--- src/verilog/fp_params.svh ---
/*
 * Integer to float32 converter parameters
 * Operand width, float field widths, exponent bias and zero-count width
 */
`ifndef FP_PARAMS_SVH
`define FP_PARAMS_SVH

// Width of the signed integer operand
`define I2F_INT_W 32

// Stored mantissa bits of a single-precision value, hidden one excluded
`define I2F_MANT_W 23

// Biased exponent field width
`define I2F_EXP_W 8
`define I2F_EXP_BIAS 127

// Zero counts over the operand range 0..31 fit in five bits
`define I2F_CNT_W 5

`endif

--- src/verilog/lzc_pkg.sv ---
/*
 * Zero counter package
 * Selects whether the counter looks from the LSB or from the MSB
 */
package lzc_pkg;

  typedef enum logic {
    TRAILING_ZERO_CNT = 1'b0,
    LEADING_ZERO_CNT  = 1'b1
  } lzc_mode_e;

endpackage

--- src/verilog/fp_pkg.sv ---
/*
 * Float32 conversion package
 * IEEE single-precision layout and the payloads passed between pipeline stages
 */
`include "fp_params.svh"

package fp_pkg;

  // Field order matches the IEEE 754 bit layout, so the struct packs to the
  // raw 32-bit encoding with the sign in bit 31
  typedef struct packed {
    logic                   sign;
    logic [`I2F_EXP_W-1:0]  exponent;
    logic [`I2F_MANT_W-1:0] mantissa;
  } fp32_t;

  // Result of the front stage
  typedef struct packed {
    // Sign of the original operand
    logic                  sign;
    // Unsigned magnitude, the most negative operand maps to 2^31
    logic [`I2F_INT_W-1:0] magnitude;
    // Leading zeros of the magnitude, gives the normalization shift
    logic [`I2F_CNT_W-1:0] lead_cnt;
    // Trailing zeros of the magnitude, tells where the lowest one sits
    logic [`I2F_CNT_W-1:0] trail_cnt;
    // Magnitude has no set bit at all
    logic                  zero;
  } scan_t;

  // Result of the back stage as it leaves the pipeline
  typedef struct packed {
    fp32_t result;
    // At least one set bit was truncated away
    logic  inexact;
  } pack_t;

endpackage

--- src/verilog/lzc.sv ---
/*
 * Leading or trailing zero counter
 * Binary select tree finds the first set bit, empty flag when there is none
 */
`timescale 1ns/1ps

module lzc import lzc_pkg::*; #(
  // Width of the vector to scan, at least two bits
  parameter int unsigned WIDTH     = 32,
  // Count from the LSB or from the MSB
  parameter lzc_mode_e   MODE      = TRAILING_ZERO_CNT,
  // Width of the count output, normally the log2 of WIDTH
  parameter int unsigned CNT_WIDTH = $clog2(WIDTH)
) (
  input  logic [WIDTH-1:0]     in_i,
  output logic [CNT_WIDTH-1:0] cnt_o,
  output logic                 empty_o
);

  // Depth of the tree, the leaf level pairs up the input bits
  localparam int unsigned num_levels = $clog2(WIDTH);
  // A full binary tree of this depth has one node fewer than this
  localparam int unsigned num_nodes  = 2 ** num_levels;

  // Input in scan order, bit 0 is looked at first
  logic [WIDTH-1:0] in_tmp;

  // Per node: does the subtree hold a one, and the index of its first one
  logic [num_nodes-2:0]                 sel_nodes;
  logic [num_nodes-2:0][num_levels-1:0] idx_nodes;

  // Leading mode reverses the vector so that the same tree counts from the MSB
  always_comb begin
    for (int unsigned i = 0; i < WIDTH; i++) begin
      if (MODE == LEADING_ZERO_CNT) begin
        in_tmp[i] = in_i[WIDTH-1-i];
      end else begin
        in_tmp[i] = in_i[i];
      end
    end
  end

  // Nodes are stored heap style, node k has its children at 2k+1 and 2k+2
  for (genvar lvl = 0; lvl < num_levels; lvl++) begin : g_level
    for (genvar n = 0; n < 2 ** lvl; n++) begin : g_node
      localparam int unsigned node = 2 ** lvl - 1 + n;

      if (lvl == num_levels - 1) begin : g_leaf
        // Leaves look directly at a pair of input bits
        if (2 * n + 1 < WIDTH) begin : g_pair
          assign sel_nodes[node] = in_tmp[2*n] | in_tmp[2*n+1];
          assign idx_nodes[node] = in_tmp[2*n] ? num_levels'(2 * n) :
                                                 num_levels'(2 * n + 1);
        end else if (2 * n < WIDTH) begin : g_single
          // Odd width leaves one bit without a partner
          assign sel_nodes[node] = in_tmp[2*n];
          assign idx_nodes[node] = num_levels'(2 * n);
        end else begin : g_unused
          // Past the end of the vector, never selected
          assign sel_nodes[node] = 1'b0;
          assign idx_nodes[node] = '0;
        end
      end else begin : g_inner
        localparam int unsigned left  = 2 * node + 1;
        localparam int unsigned right = 2 * node + 2;

        // The lower-index subtree wins whenever it holds a one
        assign sel_nodes[node] = sel_nodes[left] | sel_nodes[right];
        assign idx_nodes[node] = sel_nodes[left] ? idx_nodes[left] : idx_nodes[right];
      end
    end
  end

  // With no one present every node picks its right child, so the root
  // ends on the last index and the count reads as the largest value
  assign cnt_o   = CNT_WIDTH'(idx_nodes[0]);
  assign empty_o = ~sel_nodes[0];

endmodule

--- src/verilog/pipe_reg.sv ---
/*
 * Pipeline register stage
 * Valid bit with reset plus a payload of any type, loaded only when valid
 */
`timescale 1ns/1ps

module pipe_reg #(
  // Payload type, a packed struct from the converter package
  parameter type T = logic
) (
  input  logic clk_i,
  input  logic arst_n_i,
  input  logic valid_i,
  input  T     data_i,
  output logic valid_o,
  output T     data_o
);

  // Valid follows the input one cycle later
  always_ff @(posedge clk_i or negedge arst_n_i) begin
    if (!arst_n_i) begin
      valid_o <= 1'b0;
    end else begin
      valid_o <= valid_i;
    end
  end

  // Payload holds its last value while no valid data arrives
  always_ff @(posedge clk_i) begin
    if (valid_i) begin
      data_o <= data_i;
    end
  end

endmodule

--- src/verilog/i2f_scan.sv ---
/*
 * Integer to float front stage
 * Splits off the sign, forms the magnitude and counts its leading and trailing zeros
 */
`timescale 1ns/1ps
`include "fp_params.svh"

module i2f_scan import lzc_pkg::*, fp_pkg::*; (
  input  logic [`I2F_INT_W-1:0] int_i,
  output scan_t                 scan_o
);

  logic                  sign;
  logic [`I2F_INT_W-1:0] magnitude;
  logic [`I2F_CNT_W-1:0] lead_cnt;
  logic [`I2F_CNT_W-1:0] trail_cnt;
  logic                  lead_empty;

  assign sign = int_i[`I2F_INT_W-1];

  // Two's complement negate, the most negative value wraps onto itself and
  // then reads correctly as 2^31 when taken as unsigned
  assign magnitude = sign ? (~int_i + 1'b1) : int_i;

  // Leading zeros give the shift that puts the top one at the MSB
  lzc #(
    .WIDTH    (`I2F_INT_W),
    .MODE     (LEADING_ZERO_CNT),
    .CNT_WIDTH(`I2F_CNT_W)
  ) lead_cnt_i (
    .in_i   (magnitude),
    .cnt_o  (lead_cnt),
    .empty_o(lead_empty)
  );

  // Trailing zeros locate the lowest one for the inexact check
  // Its empty flag would only repeat the one from the leading counter
  lzc #(
    .WIDTH    (`I2F_INT_W),
    .MODE     (TRAILING_ZERO_CNT),
    .CNT_WIDTH(`I2F_CNT_W)
  ) trail_cnt_i (
    .in_i   (magnitude),
    .cnt_o  (trail_cnt),
    .empty_o()
  );

  assign scan_o.sign      = sign;
  assign scan_o.magnitude = magnitude;
  assign scan_o.lead_cnt  = lead_cnt;
  assign scan_o.trail_cnt = trail_cnt;
  assign scan_o.zero      = lead_empty;

endmodule

--- src/verilog/i2f_pack.sv ---
/*
 * Integer to float back stage
 * Normalizes the magnitude, builds exponent and truncated mantissa, flags dropped bits
 */
`timescale 1ns/1ps
`include "fp_params.svh"

module i2f_pack import fp_pkg::*; (
  input  scan_t scan_i,
  output pack_t pack_o
);

  // Exponent for a one in the MSB, that is bias plus 31
  localparam int unsigned top_exp = `I2F_EXP_BIAS + `I2F_INT_W - 1;
  // Bits below the mantissa after normalization, 8 for a 32-bit operand
  localparam int unsigned drop_w  = `I2F_INT_W - 1 - `I2F_MANT_W;

  logic [`I2F_INT_W-1:0]  shifted;
  logic [`I2F_EXP_W-1:0]  exponent;
  logic [`I2F_MANT_W-1:0] mantissa;
  logic                   inexact;

  // After the shift the leading one sits in the MSB and is the hidden bit
  assign shifted = scan_i.magnitude << scan_i.lead_cnt;

  // Truncation keeps the bits right under the hidden one
  assign mantissa = shifted[`I2F_INT_W-2 -: `I2F_MANT_W];

  // Each leading zero lowers the exponent by one
  assign exponent = `I2F_EXP_W'(top_exp - int'(scan_i.lead_cnt));

  // Only operands with fewer than 8 leading zeros lose any bits
  // The dropped field then covers magnitude bits 7-lead_cnt down to 0,
  // and a one lands there when the trailing count is below 8-lead_cnt
  always_comb begin
    inexact = 1'b0;
    if (!scan_i.zero && (int'(scan_i.lead_cnt) < drop_w)) begin
      inexact = int'(scan_i.trail_cnt) < (drop_w - int'(scan_i.lead_cnt));
    end
  end

  // Zero has no leading one, so the counters' values are meaningless
  // and the result is forced to positive zero
  always_comb begin
    if (scan_i.zero) begin
      pack_o.result.sign     = 1'b0;
      pack_o.result.exponent = '0;
      pack_o.result.mantissa = '0;
      pack_o.inexact         = 1'b0;
    end else begin
      pack_o.result.sign     = scan_i.sign;
      pack_o.result.exponent = exponent;
      pack_o.result.mantissa = mantissa;
      pack_o.inexact         = inexact;
    end
  end

endmodule

--- src/verilog/i2f_top.sv ---
/*
 * Pipelined int32 to float32 converter
 * Scan, register, pack, register, one operand per cycle with a latency of two
 */
`timescale 1ns/1ps
`include "fp_params.svh"

module i2f_top import fp_pkg::*; (
  input  logic                  clk_i,
  input  logic                  arst_n_i,
  input  logic                  valid_i,
  input  logic [`I2F_INT_W-1:0] int_i,
  output logic                  valid_o,
  output fp32_t                 result_o,
  output logic                  inexact_o
);

  scan_t scan_d;
  scan_t scan_q;
  logic  scan_valid_q;
  pack_t pack_d;
  pack_t pack_q;

  // Sign, magnitude and zero counts of the incoming operand
  i2f_scan scan_i (
    .int_i (int_i),
    .scan_o(scan_d)
  );

  pipe_reg #(.T(scan_t)) scan_reg_i (
    .clk_i   (clk_i),
    .arst_n_i(arst_n_i),
    .valid_i (valid_i),
    .data_i  (scan_d),
    .valid_o (scan_valid_q),
    .data_o  (scan_q)
  );

  // Normalize and pack into the float32 fields
  i2f_pack pack_i (
    .scan_i(scan_q),
    .pack_o(pack_d)
  );

  pipe_reg #(.T(pack_t)) pack_reg_i (
    .clk_i   (clk_i),
    .arst_n_i(arst_n_i),
    .valid_i (scan_valid_q),
    .data_i  (pack_d),
    .valid_o (valid_o),
    .data_o  (pack_q)
  );

  assign result_o  = pack_q.result;
  assign inexact_o = pack_q.inexact;

endmodule

--- config.mk ---
export PLATFORM = sky130hd
export DESIGN_NAME = i2f_top
export DESIGN_NICKNAME = d
export VERILOG_FILES = /design/src/verilog/lzc_pkg.sv /design/src/verilog/fp_pkg.sv /design/src/verilog/lzc.sv /design/src/verilog/pipe_reg.sv /design/src/verilog/i2f_scan.sv /design/src/verilog/i2f_pack.sv /design/src/verilog/i2f_top.sv
export VERILOG_INCLUDE_DIRS = /design/src /design/src/verilog
export SDC_FILE = /design/constraint.sdc
export NUM_CORES = 1
export LEC_CHECK = 0
export BUFFER_PORTS_ARGS = -buffer_cell sky130_fd_sc_hd__buf_2
export CORE_UTILIZATION = 40
export DETAILED_ROUTE_END_ITERATION = 7
export GPL_ROUTABILITY_DRIVEN = 0
export PLACE_DENSITY = 0.62
export RECOVER_POWER = 25
export SLEW_MARGIN = 20
export SYNTH_ARGS = -nofsm -noshare
export SYNTH_HDL_FRONTEND = slang
export SYNTH_SLANG_ARGS = --single-unit
--- constraint.sdc ---
create_clock -name clk_i -period 7.86 [get_ports clk_i]
set_clock_uncertainty 0.2 [all_clocks]
set_input_delay 1.572 -clock clk_i [delete_from_list [all_inputs] [get_ports clk_i]]
set_output_delay 1.572 -clock clk_i [all_outputs]
set_load 0.01 [all_outputs]
### Yosys cells after proc, flatten, opt, wreduce, memory -nomap -nowiden

Index checks and enable logic that the tools add are counted.

| word-level totals | value |
|---|---|
| bits in registers | 79 |
| input port bits | 35 |
| output and inout port bits | 34 |
| word-level logic and storage cells | 117 |

| operators by class | value |
|---|---|
| add/subtract/negate cells | 3 |
| $lt $le $gt $ge | 2 |
| shifts and indexed selects | 1 |
| mux-type cells | 63 |
| bitwise operators | 34 |
| reductions and logical operators | 3 |

Operators by type and width:

| kind | number |
|---|---|
| $mux 5 | 30 |
| $add 32x1->32 const B | 1 |
| $lt 5x32->1 | 1 |
| $mux 1 | 32 |
| $mux 32 | 1 |
| $not 32->32 | 1 |
| $shl 32x5->31 | 1 |
| $or 1x1->1 | 31 |
| $sub 8x5->8 const A | 1 |
| $sub 4x5->6 const A | 1 |
| $lt 5x4->1 const B | 1 |
| $not 1->1 | 2 |
| $reduce_or 2->1 | 1 |
| $logic_and 1x1->1 | 1 |
| $logic_not 1->1 | 1 |

### Longest topological paths before layout

Gate-level depths: netlist of the first run.

| logic depth | value |
|---|---|
| depth in word-level cells | 9 |
| gate-level depth with buffers | 11 |
| mapped depth without buffers | 11 |

### Cells and area by module

From an unflattened synthesis of the first run, not the netlist that was laid out.

| second synthesis, totals | value |
|---|---|
| cell total of the unflattened synthesis | 573 |
| area, all modules | 5895.7 sq um |

Modules (own cells, without submodules):

| module | instances | cells each | area each (sq um) | sequential area each (sq um) |
|---|---|---|---|---|
| i2f_pack | 1 | 276 | 2045.7 | 0.0 |
| pipe_reg at scan_reg_i | 1 | 45 | 1346.3 | 1346.3 |
| pipe_reg at pack_reg_i | 1 | 34 | 1016.0 | 1016.0 |
| i2f_scan | 1 | 104 | 792.0 | 0.0 |
| lzc | 2 | 57 | 347.8 | 0.0 |

### Worst setup path before layout of the first run

No wires, ideal clock.

| path | value |
|---|---|
| path type | input to register |
| start | input int_i[0] |
| end | register scan_reg_i.data_o[2] (netlist name) (data pin) |
| setup time | 261 ps |
| data arrival time | 3863 ps |
| data required time | 7399 ps |
| path slack | 3537 ps |
| stages | 10 |
| path buffers | 1 |
| path through | inv_1 > ha_1 > or3b_4 > clkbuf_1 > o41ai_1 > xnor2_1 > nand4b_2 > nor3_4 > nand2_4 > o311a_1 |

RTL lines:

| item | RTL line | source |
|---|---|---|
| start, declared | i2f_top.sv:12 | `` input logic [`I2F_INT_W-1:0] int_i, `` |
| end signal, assigned | pipe_reg.sv:31 | `data_o <= data_i;` |
| end, declared | pipe_reg.sv:16 | `output T data_o` |

==> results of run 1 <==
-- registers in the layout, indices dropped and copies added (netlist names) --
| register | cells |
|---|---|
| scan_reg_i.valid_o | 1 |
| pack_reg_i.valid_o | 1 |
| pack_reg_i.data_o | 33 |
| scan_reg_i.data_o | 43 |
-- worst paths after layout --
path | start | depth (start not counted) | to | slack (ns)
min reg2reg | scan_reg_i.data_o[43] | 1 | pack_reg_i.data_o[32] | 0.36
max in group asynchronous | arst_n_i | 1 | pack_reg_i.valid_o | 6.53
min in group asynchronous | arst_n_i | 1 | scan_reg_i.valid_o | 0.81
min | scan_reg_i.data_o[43] | 1 | pack_reg_i.data_o[32] | 0.36
max reg2reg | scan_reg_i.data_o[6] | 9 | pack_reg_i.data_o[0] | 3.44
max | int_i[31] | 8 | scan_reg_i.data_o[2] | 2.64
-- cells in the mapped netlist, drive strengths merged (9+ instances only) --
| cell type | count | area share (%) |
|---|---|---|
| edfxtp | 76 | 39 |
| nor2 | 66 | 4.2 |
| nand2 | 48 | 3.2 |
| a21oi | 32 | 2.7 |
| mux2i | 31 | 5.3 |
| clkbuf | 28 | 1.8 |
| o21ai | 27 | 2.3 |
| inv | 26 | 1.7 |
| a211oi | 24 | 3.1 |
| xnor2 | 23 | 3.4 |
| nor3 | 17 | 1.7 |
| mux4 | 15 | 5.7 |
| buf | 14 | 1.3 |
| nand3 | 14 | 1.3 |
| o31ai | 12 | 1.5 |
| xor2 | 12 | 1.9 |
| nor4 | 11 | 1.9 |
| a31oi | 9 | 0.96 |
| nor2b | 9 | 0.96 |
-- area by class of cell --
cell class	count	share of cell area, %
Multi-Input combinational cell	454	49.5
Sequential cell	78	35.3
Timing Repair Buffer	72	5.50
Clock buffer	11	3.83
Tap cell	180	3.41
Inverter	27	1.54
Clock inverter	5	0.853
-- worst register-to-register path: stages, from the launching register on --
cell and delay [ns]:
sky130_fd_sc_hd__edfxtp_1 0.32, sky130_fd_sc_hd__clkbuf_1 1.66, sky130_fd_sc_hd__inv_1 0.43, sky130_fd_sc_hd__ha_1 0.39
sky130_fd_sc_hd__xor2_1 0.20, sky130_fd_sc_hd__ha_1 0.26, sky130_fd_sc_hd__a21boi_0 0.12, sky130_fd_sc_hd__o21ai_0 0.15
sky130_fd_sc_hd__nand2b_1 0.09, sky130_fd_sc_hd__a2111oi_0 0.39
-- layer usage --
layer	routed length [um]	vias up
met5	0	-
met4	309	0
met3	632	24
met2	6370	147
met1	6330	2263
li1	-	2364
-- power groups by stage --
stage | registers [mW] | clock network, mW | logic [mW]
global placement | 0.539 | 0 | 0.336
finish | 0.531 | 0.420 | 0.347
CTS | 0.532 | 0.426 | 0.342
global route | 0.537 | 0.440 | 0.382
detailed placement | 0.541 | 0 | 0.340
floorplan | 0.541 | 0 | 0.243
-- cells by family (layout without fill, tap and decap cells) --
family                     Yosys count  after routing  share of synthesized area, %
adders and majority gates            8              8                          1.70
muxes                               51             51                          12.0
AOI/OAI and AO/OA                  154            154                          18.4
xor gates and xnor gates            35             35                          5.34
buffers and inverters               69            115                          4.76
DFF                                 78             78                          39.7
and+or+nand+nor                    206            206                          18.2
==> results, run 1 <==
- For met1 alone, demand over resource in global routing was 24.0%.
- The worst min-delay path category is flop to flop.
- The clock sink count is 78.
- The first routing iteration left 347 violations.
- Of the cells placed in the final design, the portion with a size suffix greater than 1 is 19.5%.
- The H-tree level count is 3.
- Across all setup checks in the final design, the least slack found is 2.64 ns.
- At the pin with the least slew margin, the transition time is 2.34 ns.
- Timing analysis after detailed placement gives a worst setup slack of 2.97 ns.
- The source-to-sink clock delay at the later pin of the worst-skew pair is 0.34 ns.
- The post-CTS setup-driven buffer insertion count is 0.
- Clock-pin slew was measured on the worst setup and hold paths at 0.06 ns.
- The combined buffer and inverter count along the critical path is 2.
- The number of global-route vias before repair was 4362.
- The post-placement cell area is 6300 um2.
- After detailed routing, the number of vias per cell comes to 5.80.
- The power per unit of standard cell area is 197 nW/um2.
- The count of nets left with antenna violations once routing finished came out at 0.
- TritonCTS built the clock tree.
- The final count of negative-setup-slack endpoints is 0.
- The repair_antennas step left the layout with diodes totalling 0.
- The share of total power in combinational logic is 26.7%.
- The initial antenna violation count is 0.
- The critical path in this run is classified as primary input to flop.
- The number of max-slew violations in the final report is 90.
- The total design power is 1.30 mW.
- In the layout the commonest cells are sky130_fd_sc_hd__edfxtp_1, sky130_fd_sc_hd__nor2_1, sky130_fd_sc_hd__buf_2, sky130_fd_sc_hd__nand2_1, sky130_fd_sc_hd__a21oi_1.
- The floorplan step defined a die boundary enclosing 15200 um2.
- The final critical-path share of the clock period is 66.4%.
- Hold timing on the final database bottoms out at a slack of 0.357 ns.
- The final number of hold-violating endpoints is 0.
- The count of buffers added on input and output ports is 68.
- STA classifies the critical path startpoint as a primary input.
- STA puts the critical path data required time at 7.75 ns.
- Counting flops with a built-in enable in the synthesized netlist gives 76.
- In this run switching power makes up 29.6% of total power.
- Timing would allow up to 192 MHz.
- The total nets after synthesis is 644.
- The most heavily used metal layer in global routing is met2.
- The internal power of the cells totals 0.914 mW.
- The predominant post-synthesis flop cell is sky130_fd_sc_hd__edfxtp_1.
- The met3 capacity usage during global routing is 2.86%.
- The number of synthesized register bits is 78.
- Averaged over all synthesized cells, the footprint is 9.79 um2.
- The half-perimeter wire length of the detailed placement result is 10.5 mm.
- The mapped cell area is 5880 um2.
- For this run, the slowest stage of the critical path takes 1.33 ns.
- Pin placement for this block handled 69 I/O pins.
- Buffers inserted to repair hold after CTS numbered 0.
- The total non-filler cell area in the finished layout is 6600 um2.
- The floorplan step set the die width to 123 um.
- After detailed routing, the total wire length is 13.6 mm.
- The arrival time of the worst setup path is 5.10 ns.
- In this run the static leakage power is 2.44 nW.
- Leaving out fill and tap cells, the most frequent cell in the layout is sky130_fd_sc_hd__edfxtp_1.
- Once placement completed, the tool counted placed cells totaling 811.
- Sequential cells were found to cover 39.7% of the synthesized design area.
- The detailed-route via count is 4798.
- Across the VDD grid, the largest voltage drop is 0.105 mV.
- Summed over all nets, the switching power comes to 0.384 mW.
- The gate family responsible for the most delay along the worst path is buffers and inverters.
- The largest individual stage delay along the critical path comes from the cell sky130_fd_sc_hd__clkbuf_1.
- Setup repair after global routing left no endpoint under its margin.
- The final layout net count is 685.
- The number of remaining DRC errors is 0.
- The routed length per instance is 16.5 um.
- The global-route met2 utilization is 30.4%.
- The sequential cell area is 2330 um2.
- The maximum number of pins on one net before global-route repair is 48.
- The wire length of the first global-routing pass is 21.8 mm.
- In the final timing run, aggregate negative setup slack is 0 ns.
- The fill cell instance count of the final layout is 1348.
- The sequential fraction of design power is 40.9%.
- The post-synthesis to final-layout area growth is 12.2%.
- The count of cells resized by post-cts repair is 0.
- The category of the worst setup path capture point is a flop.
- The number of buffers added by the clock tree synthesis step is 9.
- The checks that failed: max-capacitance violations, max-slew violations.
- The floorplan step set the die height to 123 um.
- The global-route total usage across every layer is 18.3%.
- Synthesis produced 601 cells.
- The clock period could shrink to 5.22 ns.
- Traced cell by cell, the critical path runs through clkbuf_1 > inv_1 > a41o_1 > xor2_1 > nand4b_2 > nor3_4 > nand2_4 > o311a_1.
- The top fanout value on the critical path is 47.
- The share of power burned in the clock network is 32.4%.
- Once the floorplan was initialized, standard cells occupied 41.7% of the core.
- The tool flagged a number of max-cap violations equal to 2.
- The share of flip-flops with an asynchronous set or reset after synthesis is 2.56%.
- The cell at the root of the clock tree is sky130_fd_sc_hd__clkbuf_16.
- For this run, the number of Yosys warnings is 0.
- Once layout is complete, the cells apart from fillers number 827.
- The run finished, with violations left.
- The post-layout utilization of the core is 46.8%.
- Counting distinct cell types in the post-synthesis netlist gives 68.
- The number of buffers between clock root and the deepest sink is 2.
- The core area is 14100 um2.
- The first-pass iteration count of the detailed router is 5.
- The row count is 43.
- Summing all multi-input logic gate instances after layout gives 3270 um2.
- The worst-case headroom to the max-slew limit is -56.2%.
- The residual overflow from global routing is 0.
(Power assumes the default switching activity.)
==> inputs of run 2 (changes only) <==
- PLACE_DENSITY: 0.62 -> 0.65
- clock period: 7.86 -> 4.3 ns (I/O delays scaled with it)
==> run 2 against run 1 <==
Effect of this change: the flow still finishes with violations (max-capacitance violations, max-slew violations); combinational power up 83%; hold slack got worse by 0.26 ns; core utilization grew 0.19 points; global-route usage is 0.63 points higher; cell count is 0.60% higher; worst setup slack lost 2.1 ns; non-clock buffer count grew 5; clock-buffer cell count increased by 3; critical endpoint is now scan_reg_i.data_o[7]; largest cell class unchanged; largest power group unchanged.
==> results, run 2 (synthesis results as in run 1) <==
- The register with the most flip-flops in the final layout is scan_reg_i.data_o.
- The die covers 15200 um2.
- The post-CTS setup-driven buffer insertion count is 0.
- In this run the power spent charging and discharging nets is 0.698 mW.
- In this run the worst path has a maximum fanout of 8.
- Wires add up to 13.9 mm.
- The combined buffer and inverter count along the critical path is 4.
- The tool flagged a number of max-cap violations equal to 1.
- Data on the critical path is required at its endpoint by 4.19 ns.
- The library cell appearing most often on the critical path is sky130_fd_sc_hd__inv_1.
- The starting utilization of the core area is 41.7%.
- In this design, the largest share of critical-path delay is due to simple AND/OR/NAND/NOR gates.
- The H-tree level count is 3.
- The width of the die is 123 um.
- For the final routed database, the setup TNS stands at 0 ns.
- Net switching is 29.8% of the power.
- The net count of the finished layout is 690.
- The post-placement cell area is 6340 um2.
- The number of buffers added on ports is 68.
- At the pin with the least slew margin, the transition time is 2.15 ns.
- Dividing the detail-routed via count by the number of cells gives 5.81.
- After floorplanning, the core was divided into 43 placement rows.
- The clock drives 78 sinks.
- STA classifies the critical path startpoint as a primary input.
- Clock tree synthesis inserted a total of 9 buffers.
- Setup repair after global routing left no endpoint under its margin.
- In the layout the commonest cells are sky130_fd_sc_hd__edfxtp_1, sky130_fd_sc_hd__nor2_1, sky130_fd_sc_hd__buf_2, sky130_fd_sc_hd__nand2_1, sky130_fd_sc_hd__a21oi_1.
- The post-detailed-route count of antenna-violating nets is 0.
- The power per unit of standard cell area is 353 nW/um2.
- The total design power is 2.34 mW.
- Summed over all nets, the half-perimeter wirelength after detailed placement is 10.6 mm.
- The flow ran to the end, but the final reports show violations.
- The cell at the root of the clock tree is sky130_fd_sc_hd__clkbuf_16.
- The worst min-delay path category is primary input to async pin.
- In this run, the combinational gates consume 27.1% of the power.
- The most common cell after layout, fill and taps aside is sky130_fd_sc_hd__edfxtp_1.
- The vertical extent of the die is 123 um.
- The maximum number of pins on one net before global-route repair is 47.
- Post-CTS repair changed the size of 0 cells.
- TritonCTS built the clock tree.
- The internal power of the cells totals 1.64 mW.
- Cells with a size suffix above 1 make up 19.9% of the layout.
- The number of antenna diodes in the final layout is 0.
- The number of remaining DRC errors is 0.
- Summed over all layers, the global routing overflow is 0.
- In the finished design, the share of the clock period the worst path needs comes to 87.9%.
- The clock-pin transition on the worst setup and hold timing paths is 0.05 ns.
- The global-route total usage across every layer is 19.0%.
- The number of violations reported at the end of detailed-routing iteration 0 is 412.
- The share of power burned in the clock network is 31.4%.
- Detailed routing inserted a total of 4830 vias.
- The source-to-sink clock delay at the later pin of the worst-skew pair is 0.34 ns.
- The number of buffers between clock root and the deepest sink is 2.
- Measured against its own limit, the worst slew margin works out to -43.5%.
- The maximum vdd drop is 0.191 mV.
- The sequential fraction of design power is 41.5%.
- The worst hold slack is 0.0941 ns.
- The cell at the slowest stage of the critical path is sky130_fd_sc_hd__o311a_1.
- The first-pass iteration count of the detailed router is 5.
- The final number of hold-violating endpoints is 0.
- The startpoint-to-endpoint class of the critical path is primary input to flop.
- The leakage power of the design is 2.46 nW.
- The critical path goes through clkbuf_1 > inv_1 > ha_1 > nor3b_1 > buf_4 > nand4_1 > o41ai_2 > xor2_1 > inv_1 > nor2_1 > nand3_2 > o311a_1.
- The number of buffers inserted by hold repair at cts is 0.
- The wire length of the first global-routing pass is 22.4 mm.
- The post-synthesis to final-layout area growth is 12.7%.
- The final reports fail on max-capacitance violations, max-slew violations.
- The minimum clock period is 3.78 ns.
- The initial antenna violation count is 0.
- The largest registers in the layout are scan_reg_i.data_o (43), pack_reg_i.data_o (33).
- The flip-flop count of the largest register after layout is 43.
- The number of ports placed on the die boundary is 69.
- The floorplan step defined a core boundary enclosing 14100 um2.
- The largest incremental delay on the critical path is 0.40 ns.
- The arrival time of the worst setup path is 3.66 ns.
- The maximum frequency from static timing analysis is 265 MHz.
- The category of the worst setup path capture point is a flop.
- Setup violations remaining at the end of the flow were counted as 0.
- The number of global-route vias before repair is 4501.
- The number of max-slew violations in the final report was 45.
- Cells fill 47.0% of the core in the end.
- Dividing the detail-routed wire length by the instance count gives 16.7 um.
- The finished cells cover 6630 um2.
## run 2: stage by stage
step / worst slack (ns) / cells
after detailed placement: 0.283 / 816
after global routing: 0.355 / 832
after CTS: 0.636 / 832
after floorplan: 0.689 / 601
after global placement: 0.493 / 816
final: 0.522 / 832
## run 2: per-layer routing
layer | vias up | part of all wire [%] | wire, um | track usage [%]
li1 | 2369 | - | - | -
met1 | 2254 | 46 | 6380 | 25.4
met2 | 176 | 46 | 6420 | 30.7
met3 | 31 | 5.3 | 733 | 3.04
met4 | 0 | 2.4 | 336 | 7.53
met5 | - | 0 | 0 | 0
## run 2: power by group through the flow
| stage | clock network (mW) | registers, mW | logic, mW |
|---|---|---|---|
| 2_1_floorplan | 0 | 0.990 | 0.443 |
| 3_3_place_gp | 0 | 0.985 | 0.618 |
| 3_5_place_dp | 0 | 0.986 | 0.626 |
| 4_1_cts | 0.751 | 0.971 | 0.630 |
| 5_1_grt | 0.781 | 0.981 | 0.698 |
| 6_report | 0.735 | 0.971 | 0.635 |
## run 2: worst paths after layout
kind / startpoint / endpoint / slack (ns) / depth (start not counted)
setup / recovery: int_i[0] / scan_reg_i.data_o[7] / 0.52 / 12
hold / removal: arst_n_i / pack_reg_i.valid_o / 0.09 / 1
setup reg to reg: scan_reg_i.data_o[7] / pack_reg_i.data_o[0] / 1.39 / 9
hold reg to reg: scan_reg_i.data_o[43] / pack_reg_i.data_o[32] / 0.37 / 1
max in group asynchronous: arst_n_i / scan_reg_i.valid_o / 3.68 / 1
min in group clk_i: scan_reg_i.data_o[43] / pack_reg_i.data_o[32] / 0.37 / 1
## run 2: cell type report
cell class / count / area [um2]
Tap cell: 180 / 225
Clock buffer: 14 / 284
Sequential cell: 78 / 2330
Timing Repair Buffer: 77 / 400
Inverter: 27 / 101
Multi-Input combinational cell: 454 / 3270
Clock inverter: 2 / 13.8
Fill cell: 1352 / 7470
==> inputs of run 3 (changes only) <==
- PLACE_DENSITY: 0.65 -> 0.62
- SYNTH_HIERARCHICAL: not set -> 1
- clock period: 4.3 -> 4.2 ns (I/O delays scaled with it)
==> run 3 against run 2 <==
Effect of this change: the flow still finishes with violations (max-capacitance violations, max-slew violations); area after synthesis shrank 0.53%; clock power increased by 6.0%; core utilization shrank 0.33 points; synthesized cell count down 5.2%; largest power group unchanged.
==> results, run 3 <==
- The reg-to-reg startpoint is scan_reg_i/data_o[7].
- The setup total negative slack is 0 ns.
- For this run, the number of Yosys warnings is 6.
- The number of global-route vias before repair is 4434.
- At the worst endpoint, the required time is 4.07 ns.
- Fill cells in the final layout number 1356.
- In the final layout, the registers with the most flip-flops are scan_reg_i/data_o (43), pack_reg_i/data_o (33).
- The library cells used most frequently in the layout, excluding fill and tap cells, are sky130_fd_sc_hd__edfxtp_1, sky130_fd_sc_hd__buf_2, sky130_fd_sc_hd__nor2_1, sky130_fd_sc_hd__xnor2_1, sky130_fd_sc_hd__nand2_1.
- The worst path in the final design needs a cycle of 3.59 ns, including I/O delays and setup.
- The first-pass iteration count of the detailed router is 5.
- By startpoint and endpoint, the worst setup path is classified as primary input to flop.
- For this design the static power due to leakage is 2.35 nW.
- The routed design has 14.0 mm of wire.
- The total nets after synthesis is 612.
- The clock-pin transition on the worst setup and hold timing paths is 0.06 ns.
- The register with the most flip-flops in the final layout is scan_reg_i/data_o.
- Relative to the synthesized area, the layout overhead comes to 12.5%.
- Counting cells, the worst reg-to-reg path comes to 6.
- The top fanout value on the critical path is 8.
- The checks that failed: max-capacitance violations, max-slew violations.
- The detail route stage leaves a number of antenna-violating nets equal to 0.
- Data arrives at the worst endpoint at 3.46 ns.
- The share of total power dissipated in sequential elements is 40.2%.
- After layout, the worst path uses 85.5% of the clock period.
- Registers take 2330 um2.
- The share of power burned in the clock network is 31.2%.
- The run finished, with violations left.
- Post-CTS repair changed the size of 0 cells.
- The global-route total usage across every layer is 19.4%.
- The analysis attributes to net switching a power of 0.789 mW.
- The worst min-delay path category is primary input to async pin.
- The final count of negative-setup-slack endpoints is 0.
- The share of post-route cells with drive strength above 1 is 22.9%.
- The setup slack on the worst flop-to-flop path is 1.37 ns.
- In this run the power density over the cells is 380 nW/um2.
- The number of buffers inserted by hold repair at cts is 0.
- The initial antenna violation count is 0.
- Setup repair after global routing left no endpoint under its margin.
- The overall die area is 15100 um2.
- The cell-internal power is 1.71 mW.
- The worst-case IR drop observed on VDD is 0.168 mV.
- Counting every instance in the synthesized netlist gives 570.
- The number of buffers between clock root and the deepest sink is 2.
- The most critical setup path has its startpoint at int_i[0].
- The number of max-slew violations in the final report is 80.
- The worst setup slack after layout is 0.609 ns.
- Entering global routing, the biggest net connects 48 pins.
- The total overflow left after global routing is 0.
- The routed length per instance is 17.3 um.
- The worst setup slack after placement is 0.319 ns.
- The per-cell via count in the routed design is 5.88.
- The number of ports placed on the die boundary is 69.
- After floorplanning, the core was sized to cover 14100 um2.
- In this run, CTS created clock tree buffers numbering 9.
- The register with the most flip-flops in the layout has 43 of them.
- The vertical extent of the die is 123 um.
- The slew at the pin closest to its max-slew limit is 2.24 ns.
- The share of total power in combinational logic is 28.7%.
- STA classifies the critical path endpoint as a flop.
- The type of element launching the critical path is a primary input.
- The die is 123 um wide.
- The final layout net count is 666.
- The maximum frequency from static timing analysis is 278 MHz.
- The clock sink count is 78.
- In this run the critical register-to-register path is captured at pack_reg_i/data_o[21].
- The mapped cell area is 5850 um2.
- Buffers placed on the I/O ports in this run total 68.
- The first global-routing pass estimated 22.5 mm of wire.
- The final number of hold-violating endpoints is 0.
- The repair_antennas step left the layout with diodes totalling 0.
- In this run the number of H-tree levels came out at 3.
- In the routed design, unresolved DRC markers number 0.
- Net switching is 31.6% of the power.
- The half-perimeter wire length of the detailed placement result is 10.7 mm.
- Across the run, the number of max-cap violations was 2.
- The library cell used most frequently in the layout, excluding fill and tap cells, is sky130_fd_sc_hd__edfxtp_1.
- The row count is 43.
- The multi-input combinational cells in the finished layout cover a total of 3260 um2.
- Headroom to the max-slew limit came out at -49.4%.
- The post-CTS setup-driven buffer insertion count is 0.
- TritonCTS built the clock tree.
- The source-to-sink clock delay at the later pin of the worst-skew pair is 0.34 ns.
- After the first detailed-routing iteration, the DRC count stood at 408.
- The routed layout has 4758 vias.
- The starting utilization of the core area is 41.5%.
- The cell at the root of the clock tree is sky130_fd_sc_hd__clkbuf_16.
- A synthesized cell averages 10.3 um2.
[run 3: power groups by stage]
stage / logic (mW) / registers (mW) / clock network, mW
2_1_floorplan: 0.505 / 1.02 / 0
3_3_place_gp: 0.693 / 1.02 / 0
3_5_place_dp: 0.706 / 1.02 / 0
4_1_cts: 0.709 / 1.00 / 0.799
5_1_grt: 0.784 / 1.02 / 0.823
6_report: 0.716 / 1.00 / 0.779
[run 3: critical path: stages]
cell and delay [ns]:
sky130_fd_sc_hd__clkbuf_1 0.17, sky130_fd_sc_hd__inv_1 0.12, sky130_fd_sc_hd__ha_1 0.19, sky130_fd_sc_hd__nor2b_1 0.32, sky130_fd_sc_hd__nand2_4 0.12, sky130_fd_sc_hd__o41ai_1 0.40
sky130_fd_sc_hd__xnor2_1 0.25, sky130_fd_sc_hd__or4_1 0.56, sky130_fd_sc_hd__nand2b_1 0.20, sky130_fd_sc_hd__nor2_2 0.17, sky130_fd_sc_hd__a311oi_2 0.12
[run 3: area by class of cell]
cell class / count / share of cell area (%)
clock inverter: 7 / 1.22
clock buffer: 9 / 3.42
sequential: 78 / 35.4
tap: 180 / 3.42
inverter: 18 / 1.03
timing repair buffer: 76 / 5.89
multi-input combinational: 441 / 49.6
[run 3: worst max-delay path by stage]
stage,cells after the start,endpoint
CTS,11,scan_reg_i/data_o[1]
floorplan,10,scan_reg_i/data_o[1]
finish,11,scan_reg_i/data_o[1]
global route,6,scan_reg_i/data_o[1]
detailed placement,11,scan_reg_i/data_o[1]
global placement,11,scan_reg_i/data_o[1]
[run 3: through the flow]
step / total power [mW] / utilization (%) / instances / cell area, um2 / hold WS, ns
3_5_place_dp: 1.73 / 44.6 / 793 / 6290 / 0.390
6_report: 2.50 / 46.7 / 809 / 6580 / 0.0729
2_1_floorplan: 1.52 / - / 570 / 5850 / 0.309
3_3_place_gp: 1.71 / 44.6 / 793 / 6290 / 0.398
5_1_grt: 2.62 / 46.7 / 809 / 6580 / 0.0707
4_1_cts: 2.51 / 46.8 / 809 / 6590 / 0.0620
[run 3: metal layers]
metal  routed length, um  part of all wire (%)  vias to the layer above  track usage [%]
met5                   0                     0                        -                0
met1                6410                    46                     2230             26.3
li1                    -                     -                     2302                -
met4                 386                   2.8                        0             9.15
met2                6350                    45                      195             30.4
met3                 830                   5.9                       31             3.00
